===== config.mk =====
export PLATFORM = sky130hd
export DESIGN_NAME = fpu_noncomp
export DESIGN_NICKNAME = d
export VERILOG_FILES = /design/src/logic/fpu_nc_pkg.sv /design/src/logic/fpu_noncomp.sv /design/src/logic/fp_sign_class.sv /design/src/logic/fp_minmax_compare.sv /design/src/logic/nc_pipe_stages.sv /design/src/logic/fp_operand_classifier.sv
export SDC_FILE = /design/constraint.sdc
export NUM_CORES = 1
export LEC_CHECK = 0
export BUFFER_PORTS_ARGS = -buffer_cell sky130_fd_sc_hd__buf_2
export CORE_ASPECT_RATIO = 1.4
export CORE_MARGIN = 2
export CORE_UTILIZATION = 45
export DETAILED_ROUTE_END_ITERATION = 10
export HOLD_SLACK_MARGIN = 0.12
export PLACE_DENSITY = 0.69
export RECOVER_POWER = 100
export SYNTH_ARGS = -nofsm -noshare
export SYNTH_HDL_FRONTEND = slang
export SYNTH_SLANG_ARGS = --single-unit

===== constraint.sdc =====
create_clock -name clk_i -period 3 [get_ports clk_i]
set_input_delay 0.3 -clock clk_i [delete_from_list [all_inputs] [get_ports clk_i]]
set_output_delay 0.3 -clock clk_i [all_outputs]
set_load 0.02 [all_outputs]

===== src/logic/fpu_nc_pkg.sv =====
package fpu_nc_pkg;

  // --------------------
  // Binary32 format
  // --------------------
  localparam int unsigned EXP_BITS = 8;
  localparam int unsigned MAN_BITS = 23;
  localparam int unsigned FP_WIDTH = 1 + EXP_BITS + MAN_BITS;
  // Transaction tag carried next to each operation
  localparam int unsigned TAG_BITS = 4;

  typedef struct packed {
    logic                sign;
    logic [EXP_BITS-1:0] exponent;
    logic [MAN_BITS-1:0] mantissa;
  } fp_t;

  // Class flags of a single operand
  typedef struct packed {
    logic is_normal;
    logic is_subnormal;
    logic is_zero;
    logic is_inf;
    logic is_nan;
    logic is_signalling;
  } fp_info_t;

  // --------------------
  // Operation encoding
  // --------------------
  typedef enum logic [1:0] {
    SGNJ     = 2'd0,
    MINMAX   = 2'd1,
    CMP      = 2'd2,
    CLASSIFY = 2'd3
  } op_e;

  // Sub-operation select, codes 3 to 7 are unused
  typedef enum logic [2:0] {
    RNE = 3'b000,
    RTZ = 3'b001,
    RDN = 3'b010
  } roundmode_e;

  typedef struct packed {
    logic NV;
    logic DZ;
    logic OF;
    logic UF;
    logic NX;
  } status_t;

  // One-hot class, bit 0 upward
  typedef enum logic [9:0] {
    NEGINF     = 10'b00_0000_0001,
    NEGNORM    = 10'b00_0000_0010,
    NEGSUBNORM = 10'b00_0000_0100,
    NEGZERO    = 10'b00_0000_1000,
    POSZERO    = 10'b00_0001_0000,
    POSSUBNORM = 10'b00_0010_0000,
    POSNORM    = 10'b00_0100_0000,
    POSINF     = 10'b00_1000_0000,
    SNAN       = 10'b01_0000_0000,
    QNAN       = 10'b10_0000_0000
  } classmask_e;

  // Positive quiet NaN with only the mantissa MSB set
  localparam fp_t CANON_QNAN = '{sign: 1'b0, exponent: '1, mantissa: 23'h40_0000};

  // --------------------
  // Pipeline payloads
  // --------------------
  typedef struct packed {
    fp_t                 operand_a;
    fp_t                 operand_b;
    op_e                 op;
    roundmode_e          rnd_mode;
    logic                op_mod;
    logic [TAG_BITS-1:0] tag;
  } nc_in_payload_t;

  typedef struct packed {
    fp_t                 result;
    status_t             status;
    logic                extension_bit;
    classmask_e          class_mask;
    logic                is_class;
    logic [TAG_BITS-1:0] tag;
  } nc_out_payload_t;

endpackage

===== src/logic/fpu_noncomp.sv =====
`timescale 1ns/1ps

module fpu_noncomp #(
  parameter int NUM_INP_REGS = 1,
  parameter int NUM_OUT_REGS = 1
) (
  input  logic                            clk_i,
  input  logic                            rst_n_i,
  input  fpu_nc_pkg::fp_t                 operand_a_i,
  input  fpu_nc_pkg::fp_t                 operand_b_i,
  input  fpu_nc_pkg::op_e                 op_i,
  input  fpu_nc_pkg::roundmode_e          rnd_mode_i,
  input  logic                            op_mod_i,
  input  logic [fpu_nc_pkg::TAG_BITS-1:0] tag_i,
  input  logic                            in_valid_i,
  output logic                            in_ready_o,
  output fpu_nc_pkg::fp_t                 result_o,
  output fpu_nc_pkg::status_t             status_o,
  output logic                            extension_bit_o,
  output fpu_nc_pkg::classmask_e          class_mask_o,
  output logic                            is_class_o,
  output logic [fpu_nc_pkg::TAG_BITS-1:0] tag_o,
  output logic                            out_valid_o,
  input  logic                            out_ready_i,
  output logic                            busy_o
);

  import fpu_nc_pkg::*;

  nc_in_payload_t  in_payload;
  nc_in_payload_t  inp_q;
  nc_out_payload_t out_payload;
  nc_out_payload_t out_q;
  logic            inp_valid;
  logic            inp_ready;
  logic            inp_busy;
  logic            out_busy;
  fp_info_t        info_a;
  fp_info_t        info_b;
  fp_t             sgnj_result;
  fp_t             minmax_result;
  fp_t             cmp_result;
  status_t         minmax_status;
  status_t         cmp_status;
  classmask_e      class_mask;

  // --------------------
  // Input stages
  // --------------------
  assign in_payload.operand_a = operand_a_i;
  assign in_payload.operand_b = operand_b_i;
  assign in_payload.op        = op_i;
  assign in_payload.rnd_mode  = rnd_mode_i;
  assign in_payload.op_mod    = op_mod_i;
  assign in_payload.tag       = tag_i;

  nc_pipe_stages #(
    .NUM_STAGES (NUM_INP_REGS),
    .payload_t  (nc_in_payload_t)
  ) inp_stages_i (
    .clk_i     (clk_i),
    .rst_n_i   (rst_n_i),
    .valid_i   (in_valid_i),
    .ready_o   (in_ready_o),
    .payload_i (in_payload),
    .valid_o   (inp_valid),
    .ready_i   (inp_ready),
    .payload_o (inp_q),
    .busy_o    (inp_busy)
  );

  // Operand classes feed both units
  fp_operand_classifier class_a_i (.operand_i(inp_q.operand_a), .info_o(info_a));
  fp_operand_classifier class_b_i (.operand_i(inp_q.operand_b), .info_o(info_b));

  fp_minmax_compare minmax_cmp_i (
    .operand_a_i     (inp_q.operand_a),
    .operand_b_i     (inp_q.operand_b),
    .info_a_i        (info_a),
    .info_b_i        (info_b),
    .rnd_mode_i      (inp_q.rnd_mode),
    .op_mod_i        (inp_q.op_mod),
    .minmax_result_o (minmax_result),
    .minmax_status_o (minmax_status),
    .cmp_result_o    (cmp_result),
    .cmp_status_o    (cmp_status)
  );

  fp_sign_class sign_class_i (
    .operand_a_i   (inp_q.operand_a),
    .operand_b_i   (inp_q.operand_b),
    .info_a_i      (info_a),
    .rnd_mode_i    (inp_q.rnd_mode),
    .sgnj_result_o (sgnj_result),
    .class_mask_o  (class_mask)
  );

  // --------------------
  // Result selection
  // --------------------
  always_comb begin
    out_payload.result        = '0;
    out_payload.status        = '0;
    out_payload.extension_bit = 1'b0;
    case (inp_q.op)
      // Sign injection never raises flags
      SGNJ: begin
        out_payload.result        = sgnj_result;
        out_payload.extension_bit = inp_q.op_mod ? sgnj_result.sign : 1'b1;
      end
      MINMAX: begin
        out_payload.result        = minmax_result;
        out_payload.status        = minmax_status;
        out_payload.extension_bit = 1'b1;
      end
      CMP: begin
        out_payload.result = cmp_result;
        out_payload.status = cmp_status;
      end
      // Classify answers through the class mask only
      default: out_payload.result = '0;
    endcase
  end

  assign out_payload.class_mask = class_mask;
  assign out_payload.is_class   = (inp_q.op == CLASSIFY);
  assign out_payload.tag        = inp_q.tag;

  // --------------------
  // Output stages
  // --------------------
  nc_pipe_stages #(
    .NUM_STAGES (NUM_OUT_REGS),
    .payload_t  (nc_out_payload_t)
  ) out_stages_i (
    .clk_i     (clk_i),
    .rst_n_i   (rst_n_i),
    .valid_i   (inp_valid),
    .ready_o   (inp_ready),
    .payload_i (out_payload),
    .valid_o   (out_valid_o),
    .ready_i   (out_ready_i),
    .payload_o (out_q),
    .busy_o    (out_busy)
  );

  assign result_o        = out_q.result;
  assign status_o        = out_q.status;
  assign extension_bit_o = out_q.extension_bit;
  assign class_mask_o    = out_q.class_mask;
  assign is_class_o      = out_q.is_class;
  assign tag_o           = out_q.tag;
  // Anything still held in either chain
  assign busy_o          = inp_busy | out_busy;

endmodule


===== src/logic/fp_sign_class.sv =====
`timescale 1ns/1ps

module fp_sign_class (
  input  fpu_nc_pkg::fp_t        operand_a_i,
  input  fpu_nc_pkg::fp_t        operand_b_i,
  input  fpu_nc_pkg::fp_info_t   info_a_i,
  input  fpu_nc_pkg::roundmode_e rnd_mode_i,
  output fpu_nc_pkg::fp_t        sgnj_result_o,
  output fpu_nc_pkg::classmask_e class_mask_o
);

  import fpu_nc_pkg::*;

  // --------------------
  // Sign injection
  // --------------------
  // Magnitude always from a, only the sign changes
  always_comb begin
    sgnj_result_o = operand_a_i;
    case (rnd_mode_i)
      RNE:     sgnj_result_o.sign = operand_b_i.sign;
      RTZ:     sgnj_result_o.sign = ~operand_b_i.sign;
      RDN:     sgnj_result_o.sign = operand_a_i.sign ^ operand_b_i.sign;
      // Unused codes pass a through
      default: sgnj_result_o = operand_a_i;
    endcase
  end

  // --------------------
  // Classification
  // --------------------
  // Class of operand a only
  always_comb begin
    if (info_a_i.is_normal) begin
      class_mask_o = operand_a_i.sign ? NEGNORM : POSNORM;
    end else if (info_a_i.is_subnormal) begin
      class_mask_o = operand_a_i.sign ? NEGSUBNORM : POSSUBNORM;
    end else if (info_a_i.is_zero) begin
      class_mask_o = operand_a_i.sign ? NEGZERO : POSZERO;
    end else if (info_a_i.is_inf) begin
      class_mask_o = operand_a_i.sign ? NEGINF : POSINF;
    end else if (info_a_i.is_signalling) begin
      // NaN sign is ignored
      class_mask_o = SNAN;
    end else begin
      class_mask_o = QNAN;
    end
  end

endmodule


===== src/logic/fp_minmax_compare.sv =====
`timescale 1ns/1ps

module fp_minmax_compare (
  input  fpu_nc_pkg::fp_t        operand_a_i,
  input  fpu_nc_pkg::fp_t        operand_b_i,
  input  fpu_nc_pkg::fp_info_t   info_a_i,
  input  fpu_nc_pkg::fp_info_t   info_b_i,
  input  fpu_nc_pkg::roundmode_e rnd_mode_i,
  input  logic                   op_mod_i,
  output fpu_nc_pkg::fp_t        minmax_result_o,
  output fpu_nc_pkg::status_t    minmax_status_o,
  output fpu_nc_pkg::fp_t        cmp_result_o,
  output fpu_nc_pkg::status_t    cmp_status_o
);

  import fpu_nc_pkg::*;

  logic [FP_WIDTH-1:0] bits_a;
  logic [FP_WIDTH-1:0] bits_b;
  logic                any_nan;
  logic                any_snan;
  logic                operands_equal;
  logic                a_smaller;
  logic                cmp_bit;

  assign bits_a = operand_a_i;
  assign bits_b = operand_b_i;

  // NaN reductions over both operands
  assign any_nan  = info_a_i.is_nan | info_b_i.is_nan;
  assign any_snan = info_a_i.is_signalling | info_b_i.is_signalling;

  // --------------------
  // Ordering
  // --------------------
  // +0 and -0 count as equal
  assign operands_equal = (bits_a == bits_b) | (info_a_i.is_zero & info_b_i.is_zero);
  // Sign-magnitude word, unsigned order flips once a sign is set
  assign a_smaller = (bits_a < bits_b) ^ (operand_a_i.sign | operand_b_i.sign);

  // --------------------
  // Min / max
  // --------------------
  always_comb begin
    minmax_status_o    = '0;
    // Quiet comparison, only sNaN is invalid
    minmax_status_o.NV = any_snan;
    if (info_a_i.is_nan && info_b_i.is_nan) begin
      minmax_result_o = CANON_QNAN;
    end else if (info_a_i.is_nan) begin
      minmax_result_o = operand_b_i;
    end else if (info_b_i.is_nan) begin
      minmax_result_o = operand_a_i;
    end else begin
      case (rnd_mode_i)
        RNE:     minmax_result_o = a_smaller ? operand_a_i : operand_b_i;
        RTZ:     minmax_result_o = a_smaller ? operand_b_i : operand_a_i;
        default: minmax_result_o = '0;
      endcase
    end
  end

  // --------------------
  // Compare
  // --------------------
  always_comb begin
    cmp_bit      = 1'b0;
    cmp_status_o = '0;
    // sNaN always false and invalid
    if (any_snan) begin
      cmp_status_o.NV = 1'b1;
    end else begin
      case (rnd_mode_i)
        // LE and LT signal on any NaN
        RNE: begin
          if (any_nan) cmp_status_o.NV = 1'b1;
          else         cmp_bit = (a_smaller | operands_equal) ^ op_mod_i;
        end
        RTZ: begin
          if (any_nan) cmp_status_o.NV = 1'b1;
          else         cmp_bit = (a_smaller & ~operands_equal) ^ op_mod_i;
        end
        // EQ is quiet, NaN never equal
        RDN: begin
          if (any_nan) cmp_bit = op_mod_i;
          else         cmp_bit = operands_equal ^ op_mod_i;
        end
        default: cmp_bit = 1'b0;
      endcase
    end
  end

  // Boolean lands in bit 0
  assign cmp_result_o = fp_t'({{(FP_WIDTH-1){1'b0}}, cmp_bit});

endmodule


===== src/logic/nc_pipe_stages.sv =====
`timescale 1ns/1ps

module nc_pipe_stages #(
  parameter int  NUM_STAGES = 1,
  parameter type payload_t  = logic
) (
  input  logic     clk_i,
  input  logic     rst_n_i,
  input  logic     valid_i,
  output logic     ready_o,
  input  payload_t payload_i,
  output logic     valid_o,
  input  logic     ready_i,
  output payload_t payload_o,
  output logic     busy_o
);

  // Index i holds the item after i register stages
  payload_t stage_data [0:NUM_STAGES];
  logic [0:NUM_STAGES] stage_valid;
  logic [0:NUM_STAGES] stage_ready;

  // Entry point of the chain
  assign stage_data[0]  = payload_i;
  assign stage_valid[0] = valid_i;

  // --------------------
  // Ready chain
  // --------------------
  // A stage advances if the next one moves on or only holds a bubble
  always_comb begin
    stage_ready[NUM_STAGES] = ready_i;
    for (int i = NUM_STAGES - 1; i >= 0; i--) begin
      stage_ready[i] = stage_ready[i+1] | ~stage_valid[i+1];
    end
  end

  for (genvar i = 0; i < NUM_STAGES; i++) begin : gen_stage
    logic load;

    // Capture payload only for a real item
    assign load = stage_ready[i] & stage_valid[i];

    always_ff @(posedge clk_i or negedge rst_n_i) begin
      if (!rst_n_i) begin
        stage_valid[i+1] <= 1'b0;
      end else if (stage_ready[i]) begin
        stage_valid[i+1] <= stage_valid[i];
      end
    end

    always_ff @(posedge clk_i) begin
      if (load) begin
        stage_data[i+1] <= stage_data[i];
      end
    end
  end

  // Exit point of the chain
  assign ready_o   = stage_ready[0];
  assign valid_o   = stage_valid[NUM_STAGES];
  assign payload_o = stage_data[NUM_STAGES];

  // Items in flight, none without registers
  if (NUM_STAGES == 0) begin : gen_no_busy
    assign busy_o = 1'b0;
  end else begin : gen_busy
    assign busy_o = |stage_valid[1:NUM_STAGES];
  end

endmodule


===== src/logic/fp_operand_classifier.sv =====
`timescale 1ns/1ps

module fp_operand_classifier (
  input  fpu_nc_pkg::fp_t      operand_i,
  output fpu_nc_pkg::fp_info_t info_o
);

  logic exp_ones;
  logic exp_zero;
  logic man_zero;

  // Field checks on the raw word
  assign exp_ones = &operand_i.exponent;
  assign exp_zero = ~|operand_i.exponent;
  assign man_zero = ~|operand_i.mantissa;

  // --------------------
  // Class flags
  // --------------------
  // Biased exponent neither zero nor all ones
  assign info_o.is_normal    = ~exp_ones & ~exp_zero;
  // Zero exponent splits on the mantissa
  assign info_o.is_subnormal = exp_zero & ~man_zero;
  assign info_o.is_zero      = exp_zero & man_zero;
  // All-ones exponent is inf or NaN
  assign info_o.is_inf       = exp_ones & man_zero;
  assign info_o.is_nan       = exp_ones & ~man_zero;
  // Quiet bit clear means signalling
  assign info_o.is_signalling = exp_ones & ~man_zero & ~operand_i.mantissa[22];

endmodule


-- Word level (Yosys, flattened, before mapping)
Cells that the tools add are included.
- register bits after elaboration: 129
- bits in latches: 0
- RAM bits: 0
- bits in read-only memories: 0
- input bits: 78
- output and inout bits: 56
- word-level logic and storage cells: 106
- memories kept: 0
- add/subtract/negate cells: 0
- $mul: 0
- divide/modulo/power cells: 0
- magnitude comparators: 1
- eq/ne operators: 6
- shifts and indexed selects: 0
- mux-type cells: 28
- bitwise logic cells: 33
- reduce and logical (&&, ||, !) cells: 14
- operators with widths (cell ; number):
    $mux W32 ; 5
    $pmux W32 S3 ; 1
    $pmux W32 S2 ; 1
    $mux W10 ; 5
    $reduce_or A23 Y1 ; 2
    $eq A32 B32 Y1 ; 1
    $lt A32 B32 Y1 ; 1
    $reduce_and A8 Y1 ; 2
    $reduce_or A8 Y1 ; 2
    $and A1 B1 Y1 ; 13
    $pmux W5 S2 ; 1
    $mux W1 ; 8
    $mux W8 ; 1
    $or A1 B1 Y1 ; 8
    $mux W7 ; 1
    $not A1 Y1 ; 7
    $mux W6 ; 1
    $pmux W1 S3 ; 2
    $mux W5 ; 1
    $xor A1 B1 Y1 ; 5
    $eq A2 B2 Y1 const B ; 2
    $logic_not A1 Y1 ; 4
    $eq A3 B1 Y1 const B ; 1
    $eq A3 B2 Y1 const B ; 1
    other kinds (6) ; 6

-- Logic depth before layout (Yosys ltp)
Gate-level depths: netlist of run 1.
- depth after elaboration: 12
- gate-level depth with buffers: 11

-- Cells and area by module
Synthesis of run 1 repeated with hierarchy kept, for this count alone.
- cell total of the unflattened synthesis: 713
- area total of the unflattened synthesis: 8029.0 sq um
- by module, submodules not included (module ; instances ; cells each ; area an instance (sq um) ; seq. area each (sq um)):
    fp_minmax_compare ; 1 ; 380 ; 2712.6 ; 0.0
    nc_pipe_stages (inp_stages_i) ; 1 ; 79 ; 2283.4 ; 2247.2
    nc_pipe_stages (out_stages_i) ; 1 ; 58 ; 1652.8 ; 1616.6
    fpu_noncomp ; 1 ; 99 ; 714.4 ; 0.0
    fp_sign_class ; 1 ; 53 ; 365.4 ; 0.0
    fp_operand_classifier ; 2 ; 22 ; 150.1 ; 0.0

-- Least setup slack after synthesis of run 1
No wires, ideal clock.
- path type: flip-flop to flip-flop
- start: register out_stages_i.stage_valid, in the netlist out_stages_i.busy_o
- end: register, netlist name inp_stages_i.payload_o[0]
- setup time: 0.440 ns
- arrival time: 2.514 ns
- required time: 2.560 ns
- setup slack: 0.046 ns
- stages on the path, launching flop included: 3
- buffers on the path: 0
- period minus slack after synthesis: 2.954 ns
- cells stage by stage: dfrtp_1 nand3b_1 and2_1
- word-level cells in the longest chain between the ends: 4
- ends and longest elaborated chain (item ; line ; source):
    from (decl) ; nc_pipe_stages.sv:20 ; logic [0:NUM_STAGES] stage_valid;
    from (signal, indexed assignment) ; nc_pipe_stages.sv:48 ; stage_valid[i+1] <= stage_valid[i];
    $not A1 Y1 ; nc_pipe_stages.sv:34 ; stage_ready[i] = stage_ready[i+1] | ~stage_valid[i+1];
    $or A1 B1 Y1 (2 in series) ; nc_pipe_stages.sv:34 ;
    via in_ready_o ; fpu_noncomp.sv:16 ; output logic in_ready_o,
    $and A1 B1 Y1 ; nc_pipe_stages.sv:42 ; assign load = stage_ready[i] & stage_valid[i];
    via inp_stages_i.gen_stage[0].load ; nc_pipe_stages.sv:39 ; logic load;
The timed path passes the listed nets, and every way through them passes these cells.
A chain may end at the register's enable or synchronous reset.

==> results of run 1 <==
layer usage:
metal / share of wire [%] / GRT usage, % / vias up / wire length (µm)
met5: 0 / 0 / - / 0
met4: 5.0 / 14.7 / 0 / 1020
met3: 7.6 / 4.66 / 76 / 1550
met2: 52 / 44.5 / 336 / 10600
met1: 35 / 28.9 / 2902 / 7220
li1: - / - / 2785 / -
cell type report:
type | instances | area, µm²
clock inverters | 15 | 241
clock buffers | 17 | 425
inverters | 43 | 161
flip-flops and latches | 125 | 3740
diodes | 1 | 2.50
well taps | 189 | 236
multi-input cells | 384 | 2720
fillers | 1089 | 4850
repair buffers | 288 | 2000
how the worst max path moves through the flow:
stage | from | endpoint
detailed placement | inp_stages_i.payload_o[54]$_DFFE_PP_ | out_stages_i.payload_o[30]$_DFFE_PP_
floorplan | out_stages_i.busy_o$_DFFE_PN0P_ | inp_stages_i.payload_o[0]$_DFFE_PP_
global route | inp_stages_i.payload_o[17]$_DFFE_PP_ | out_stages_i.payload_o[46]$_DFFE_PP_
CTS | inp_stages_i.payload_o[49]$_DFFE_PP_ | out_stages_i.payload_o[46]$_DFFE_PP_
finish | inp_stages_i.payload_o[49]$_DFFE_PP_ | out_stages_i.payload_o[46]$_DFFE_PP_
global placement | inp_stages_i.payload_o[54]$_DFFE_PP_ | out_stages_i.payload_o[46]$_DFFE_PP_
what timing repair did:
item / in CTS / in global routing
buffers inserted: 1 / 24
pin swaps: 0 / 11
gates resized for setup: 9 / 26
hold buffers: 76 / 0
setup endpoints to repair: 29 / 30
cloned: 0 / 1
endpoints found under the hold margin: 77 / 0
sequential cells by signal, indices dropped and copies added (netlist names):
name / count
inp_stages_i.busy_o: 1
out_stages_i.payload_o: 49
out_stages_i.busy_o: 1
inp_stages_i.payload_o: 74
power by group:
group | internal [mW] | total [mW] | switching, mW
combinational | 0.342 | 0.787 | 0.445
sequential | 2.07 | 2.16 | 0.0841
clock | 1.56 | 2.34 | 0.783
kinds of logic (layout without fill, tap and decap cells):
family	count (synthesis)	after routing	share of synthesized area (%)
AO/OA/AOI/OAI	187	187	18.7
AND/OR/NAND/NOR	150	150	12.1
flip-flops	125	125	56.7
buffers and inverters	73	363	4.55
adder cells (fa/ha/maj)	38	38	7.20
XOR/XNOR	3	3	0.398
multiplexers	2	2	0.303
other	1	5	0.0568
worst max-delay path, cell delays in order, from the launching register on:
cell and delay, ps:
edfxtp_1 440, ha_1 390, a21oi_2 160, a311oi_2 130
a211o_1 310, o311a_1 320, a211oi_2 280, buf_6 170
mux2i_1 180, o21ai_1 70, a211o_1 300
layout by cell type, fill, tap and decap left out, drive strengths merged, types with 5 or more instances in the layout:
master	netlist	final
a21o	24	24
a21oi	41	41
a22o	24	24
buf	12	149
bufinv	0	6
clkbuf	18	80
dlygate4sd3	0	76
edfxtp	123	123
ha	38	38
inv	42	45
nand2	41	41
nand3	11	11
nand4	14	14
nor2	19	19
nor3	15	15
nor4	16	16
o2111ai	5	5
o21ai	56	56
o221ai	5	5
or2	6	6
or4	6	6
stage by stage:
step / total power, mW / area, µm² / util (%) / worst slack [ps]
final: 5.28 / 9530 / 66.3 / -18.3
after detailed placement: 2.82 / 7840 / 54.5 / -133
after global routing: 5.43 / 9530 / 66.3 / -48.1
after floorplan: 2.55 / 6610 / - / 46.0
after CTS: 5.24 / 9320 / 64.8 / 5.86
after global placement: 2.80 / 7840 / 54.5 / -61.8
==> flow_summary_export.csv, run 1 <==
group,metric,value,unit
status,status,"finished with violations",
status,violations,"capacitance limit, slew limit, setup timing",
finish,drive_gt1_share,25.3,%
critical_path,reg2reg_depth,10,
critical_path,cp-end-kind,"flop",
synthesis,yosysMostFrequentCell,"edfxtp_1",
global_routing,grt_antenna_before_repair,1,
synthesis,syn_area,6600,µm²
flow_run,cap_violations,1,
synthesis,postSynthCellCount,579,
global_routing,grt_pass1_wl,30.5,mm
sta,slew_headroom,-7.98,%
critical_path,cp_max_fo,6,
critical_path,criticalPathCategory,"flop to flop",
place,gp_congestion,0.951,
synthesis,synthTopCellsByCount,"123 x edfxtp_1, 54 x o21ai_0, 42 x inv_1, 41 x a21oi_1, 41 x nand2_1",
floorplanning,row_count,52,
finish,fin_nets,975,
synthesis,ys_warn_count,0,
detailed_routing,drtPass1Iterations,5,
critical_path,cp.arrival,3170,ps
power_and_ir_drop,power_density,554,nW/µm²
min_path,min_from,"out_ready_i",
detailed_routing,drc,0,
floorplanning,ioPinCount,134,
min_path,min_path_cells,3,
clock_network,cts_max_path_buffers,2,
floorplanning,die_h,147,µm
sta,period_share,101,%
detailed_routing,drt-wirelength-per-cell,19.2,µm
critical_path,r2r-end,"out_stages_i.payload_o[46]$_DFFE_PP_",
floorplanning,core,14400,µm²
power_and_ir_drop,p_leak,4.05,nW
finish,syn_to_final_growth,44.4,%
finish,stdcell_count,1062,
place,place_inst,927,
critical_path,cp-start-kind,"flop",
clock_network,cts.clk_slew.worst_paths,60,ps
sta,skew,7.09,ps
detailed_routing,vias,6099,
synthesis,synth_area_per_cell,11.4,µm²
global_routing,grt_max_degree,31,
clock_network,clock_sinks,125,
detailed_routing,postRouteAntennaNets,0,
critical_path,cp_data_required_time,3160,ps
clock_network,cts-htree-levels,4,
critical_path,r2r_setup_slack,-20,ps
place,hpwlAfterDp,13.3,mm
floorplanning,fp.dieW,106,µm
min_path,hold_class,"input port to flop",
sta,slew_viol_final,23,
sta,fmax,331,MHz
synthesis,yosysSeqAreaShare,56.7,%
floorplanning,die_area,15700,µm²
clock_network,clkLatencyLatePin,420,ps
sta,worst_pin_slew,1620,ps
synthesis,synthArstFlopShare,1.60,%
sta,setup_ws,-18.3,ps
sta,rsz0062_at_grt,"yes",
min_path,hold_end,"out_stages_i.busy_o$_DFFE_PN0P_",
clock_network,ctsRootBufferMaster,"clkbuf_16",
floorplanning,start_util,45.9,%
sta,hold_viol,0,
global_routing,grt_pass1_vias,5947,
global_routing,gr-total-overflow,0,
sta,whs,180,ps
synthesis,synth.top_cell.area_share,56.0,%
place,port_buffers,129,
detailed_routing,drtIter0Drc,473,
synthesis,yosys.area.top_type,"edfxtp_1",
detailed_routing,routed_via_density,5.74,
synthesis,synth_cell_type_count,62,
global_routing,grtUsageTotal,25.5,%
critical_path,r2r-start,"inp_stages_i.payload_o[49]$_DFFE_PP_",
synthesis,ys_seq_elements,125,
detailed_routing,wirelength,20.4,mm
synthesis,synth-edff-count,123,
synthesis,ys_dominant_reg_cell,"edfxtp_1",
clock_network,cts_tree,"yes",
synthesis,synth_area_leaders,"edfxtp_1 56%, ha_1 7.2%, o21ai_0 4.1%",
sta,min_period,3020,ps
clock_network,numCtsBuffers,17,
sta,tns,-18.3,ps
sta,setup_viol,1,
power_and_ir_drop,vdd_ir_drop_max,0.382,mV
Note: power is estimated with default switching activity, not from simulation.
==> run 2, diff against run 1 <==
CORE_UTILIZATION = 50   (was 45)
PLACE_DENSITY = 0.76   (was 0.69)
RECOVER_POWER = 25   (was 100)
==> flow_summary_export.csv, run 2 (synthesized netlist as in run 1, its figures left out) <==
group,metric,value,unit
status,status,"finished with violations",
status,violations,"DRC, setup timing",
floorplanning,die_h,140,µm
sta,period_share,101,%
min_path,min_path_cells,3,
sta,skew,9.02,ps
finish,fillers,876,
sta,rsz0062_at_grt,"yes",
sta,worst_pin_slew,751,ps
flow_run,cap_violations,0,
sta,min_period,3030,ps
floorplanning,die_area,14200,µm²
floorplanning,core,12900,µm²
detailed_routing,postRouteAntennaNets,0,
place,gp_congestion,0.958,
detailed_routing,wirelength,20.6,mm
power_and_ir_drop,p_leak,4.18,nW
sta,slew_headroom,49.9,%
min_path,hold_class,"input port to flop",
sta,setup_ws,-33.6,ps
floorplanning,start_util,51.3,%
finish,syn_to_final_growth,43.6,%
global_routing,grt_max_degree,50,
finish,mostFrequentLayoutCells,"129 x buf_2, 123 x edfxtp_1, 76 x dlygate4sd3_1, 68 x buf_4, 51 x o21ai_0",
finish,diodes,0,
place,hpwlAfterDp,13.7,mm
critical_path,r2r_setup_slack,-30,ps
detailed_routing,drtPass1Iterations,8,
clock_network,clock_sinks,125,
finish,drive_gt1_share,31.4,%
sta,setup_viol,1,
min_path,hold_end,"out_stages_i.busy_o$_DFFE_PN0P_",
clock_network,cts_max_path_buffers,2,
place,port_buffers,129,
critical_path,cp-start-kind,"flop",
critical_path,cp-end-kind,"flop",
global_routing,grt_pass1_vias,5976,
finish,largest_reg_flops,74,
min_path,min_from,"out_ready_i",
detailed_routing,drtIter0Drc,412,
sta,slew_viol_final,0,
power_and_ir_drop,vdd_ir_drop_max,0.334,mV
detailed_routing,drc,1,
power_and_ir_drop,finalPower,5.07,mW
clock_network,cts_tree,"yes",
sta,tns,-33.6,ps
critical_path,cp_data_required_time,3130,ps
clock_network,clkLatencyLatePin,430,ps
clock_network,cts.clk_slew.worst_paths,60,ps
sta,fmax,330,MHz
detailed_routing,vias,6081,
sta,whs,187,ps
floorplanning,row_count,49,
critical_path,reg2reg_depth,9,
floorplanning,ioPinCount,134,
detailed_routing,routed_via_density,5.97,
clock_network,ctsRootBufferMaster,"clkbuf_16",
critical_path,r2r-end,"out_stages_i.payload_o[21]$_DFFE_PP_",
power_and_ir_drop,power_density,535,nW/µm²
clock_network,numCtsBuffers,17,
critical_path,r2r-start,"inp_stages_i.payload_o[36]$_DFFE_PP_",
critical_path,criticalPathCategory,"flop to flop",
global_routing,grt_pass1_wl,31.2,mm
detailed_routing,drt-wirelength-per-cell,20.2,µm
sta,hold_viol,0,
global_routing,gr-total-overflow,0,
critical_path,cp_max_fo,3,
clock_network,cts-htree-levels,4,
floorplanning,fp.dieW,101,µm
global_routing,grt_antenna_before_repair,0,
critical_path,cp.arrival,3160,ps
global_routing,grtUsageTotal,29.3,%
finish,fin_nets,969,
finish,layout_commonest_cell,"buf_2",
==> run 2: cell count changes in the layout (fill, tap and decap cells not counted), sizes merged <==
cell,change
diode,-1
clkbuf,-62
clkinv,+4
inv,-2
clkinvlp,+1
buf,+56
bufinv,-3
==> run 2: layout make-up <==
| class | count | area [µm²] | share of cell area (%) |
|---|---|---|---|
| well taps | 153 | 191 | 2.02 |
| multi-input cells | 384 | 2710 | 28.6 |
| clock buffers | 17 | 425 | 4.49 |
| repair buffers | 282 | 2070 | 21.9 |
| flip-flops and latches | 125 | 3740 | 39.5 |
| inverters | 43 | 161 | 1.70 |
| clock inverters | 15 | 173 | 1.82 |
==> run 2: power by group <==
group / total (mW) / switching, mW / leakage, nW / internal, mW
Combinational: 0.811 / 0.444 / 2.68 / 0.367
Sequential: 2.15 / 0.0816 / 1.22 / 2.07
Clock: 2.10 / 0.804 / 0.280 / 1.30
Total: 5.07 / 1.33 / 4.18 / 3.74
==> run 2: worst max-delay path, cell delays in order (launching register included) <==
cell and delay (ps):
edfxtp_1 430, buf_4 170, or4_1 550, or4_4 530, nor4_4 200, o211a_1 190, o211ai_1 100, a22o_1 220
a31oi_1 180, o221ai_1 180
==> run 2: how the worst max path moves through the flow <==
| stage | from | endpoint | slack [ps] | cells after the start |
|---|---|---|---|---|
| 3_5_place_dp | inp_stages_i.payload_o[49]$_DFFE_PP_ | out_stages_i.payload_o[34]$_DFFE_PP_ | -1 | 11 |
| 4_1_cts | inp_stages_i.payload_o[73]$_DFFE_PP_ | out_stages_i.payload_o[21]$_DFFE_PP_ | 20 | 12 |
| 5_1_grt | inp_stages_i.payload_o[40]$_DFFE_PP_ | out_stages_i.payload_o[46]$_DFFE_PP_ | -90 | 11 |
| 3_3_place_gp | inp_stages_i.payload_o[49]$_DFFE_PP_ | out_stages_i.payload_o[32]$_DFFE_PP_ | 40 | 11 |
| 6_report | inp_stages_i.payload_o[36]$_DFFE_PP_ | out_stages_i.payload_o[21]$_DFFE_PP_ | -30 | 9 |
| 2_1_floorplan | out_stages_i.busy_o$_DFFE_PN0P_ | inp_stages_i.payload_o[0]$_DFFE_PP_ | 50 | 2 |
==> run 2: through the flow <==
step / util, % / instance area (µm²) / worst slack (ps) / std cells
6_report: 73.6 / 9480 / -33.6 / 1019
5_1_grt: 73.6 / 9480 / -88.2 / 1019
4_1_cts: 72.3 / 9300 / 15.0 / 1008
3_5_place_dp: 61.0 / 7850 / -1.20 / 893
3_3_place_gp: 61.0 / 7850 / 38.3 / 893
2_1_floorplan: - / 6610 / 46.0 / 582
==> run 2: timing repair <==
action                                 in CTS  in global routing
hold buffers                               76                  0
endpoints found under the hold margin      77                  0
buffers inserted                            6                 11
pin swaps                                   4                 12
setup endpoints to repair                  12                 31
cloned                                      1                  0
resized for setup                           6                 24
==> run 2: routing by layer <==
layer / global-route usage (%) / vias up / wire length, µm
met1: 33.8 / 2878 / 7390
li1: - / 2778 / -
met3: 5.74 / 69 / 1350
met2: 51.8 / 356 / 10900
met4: 13.4 / 0 / 903
met5: 0 / - / 0
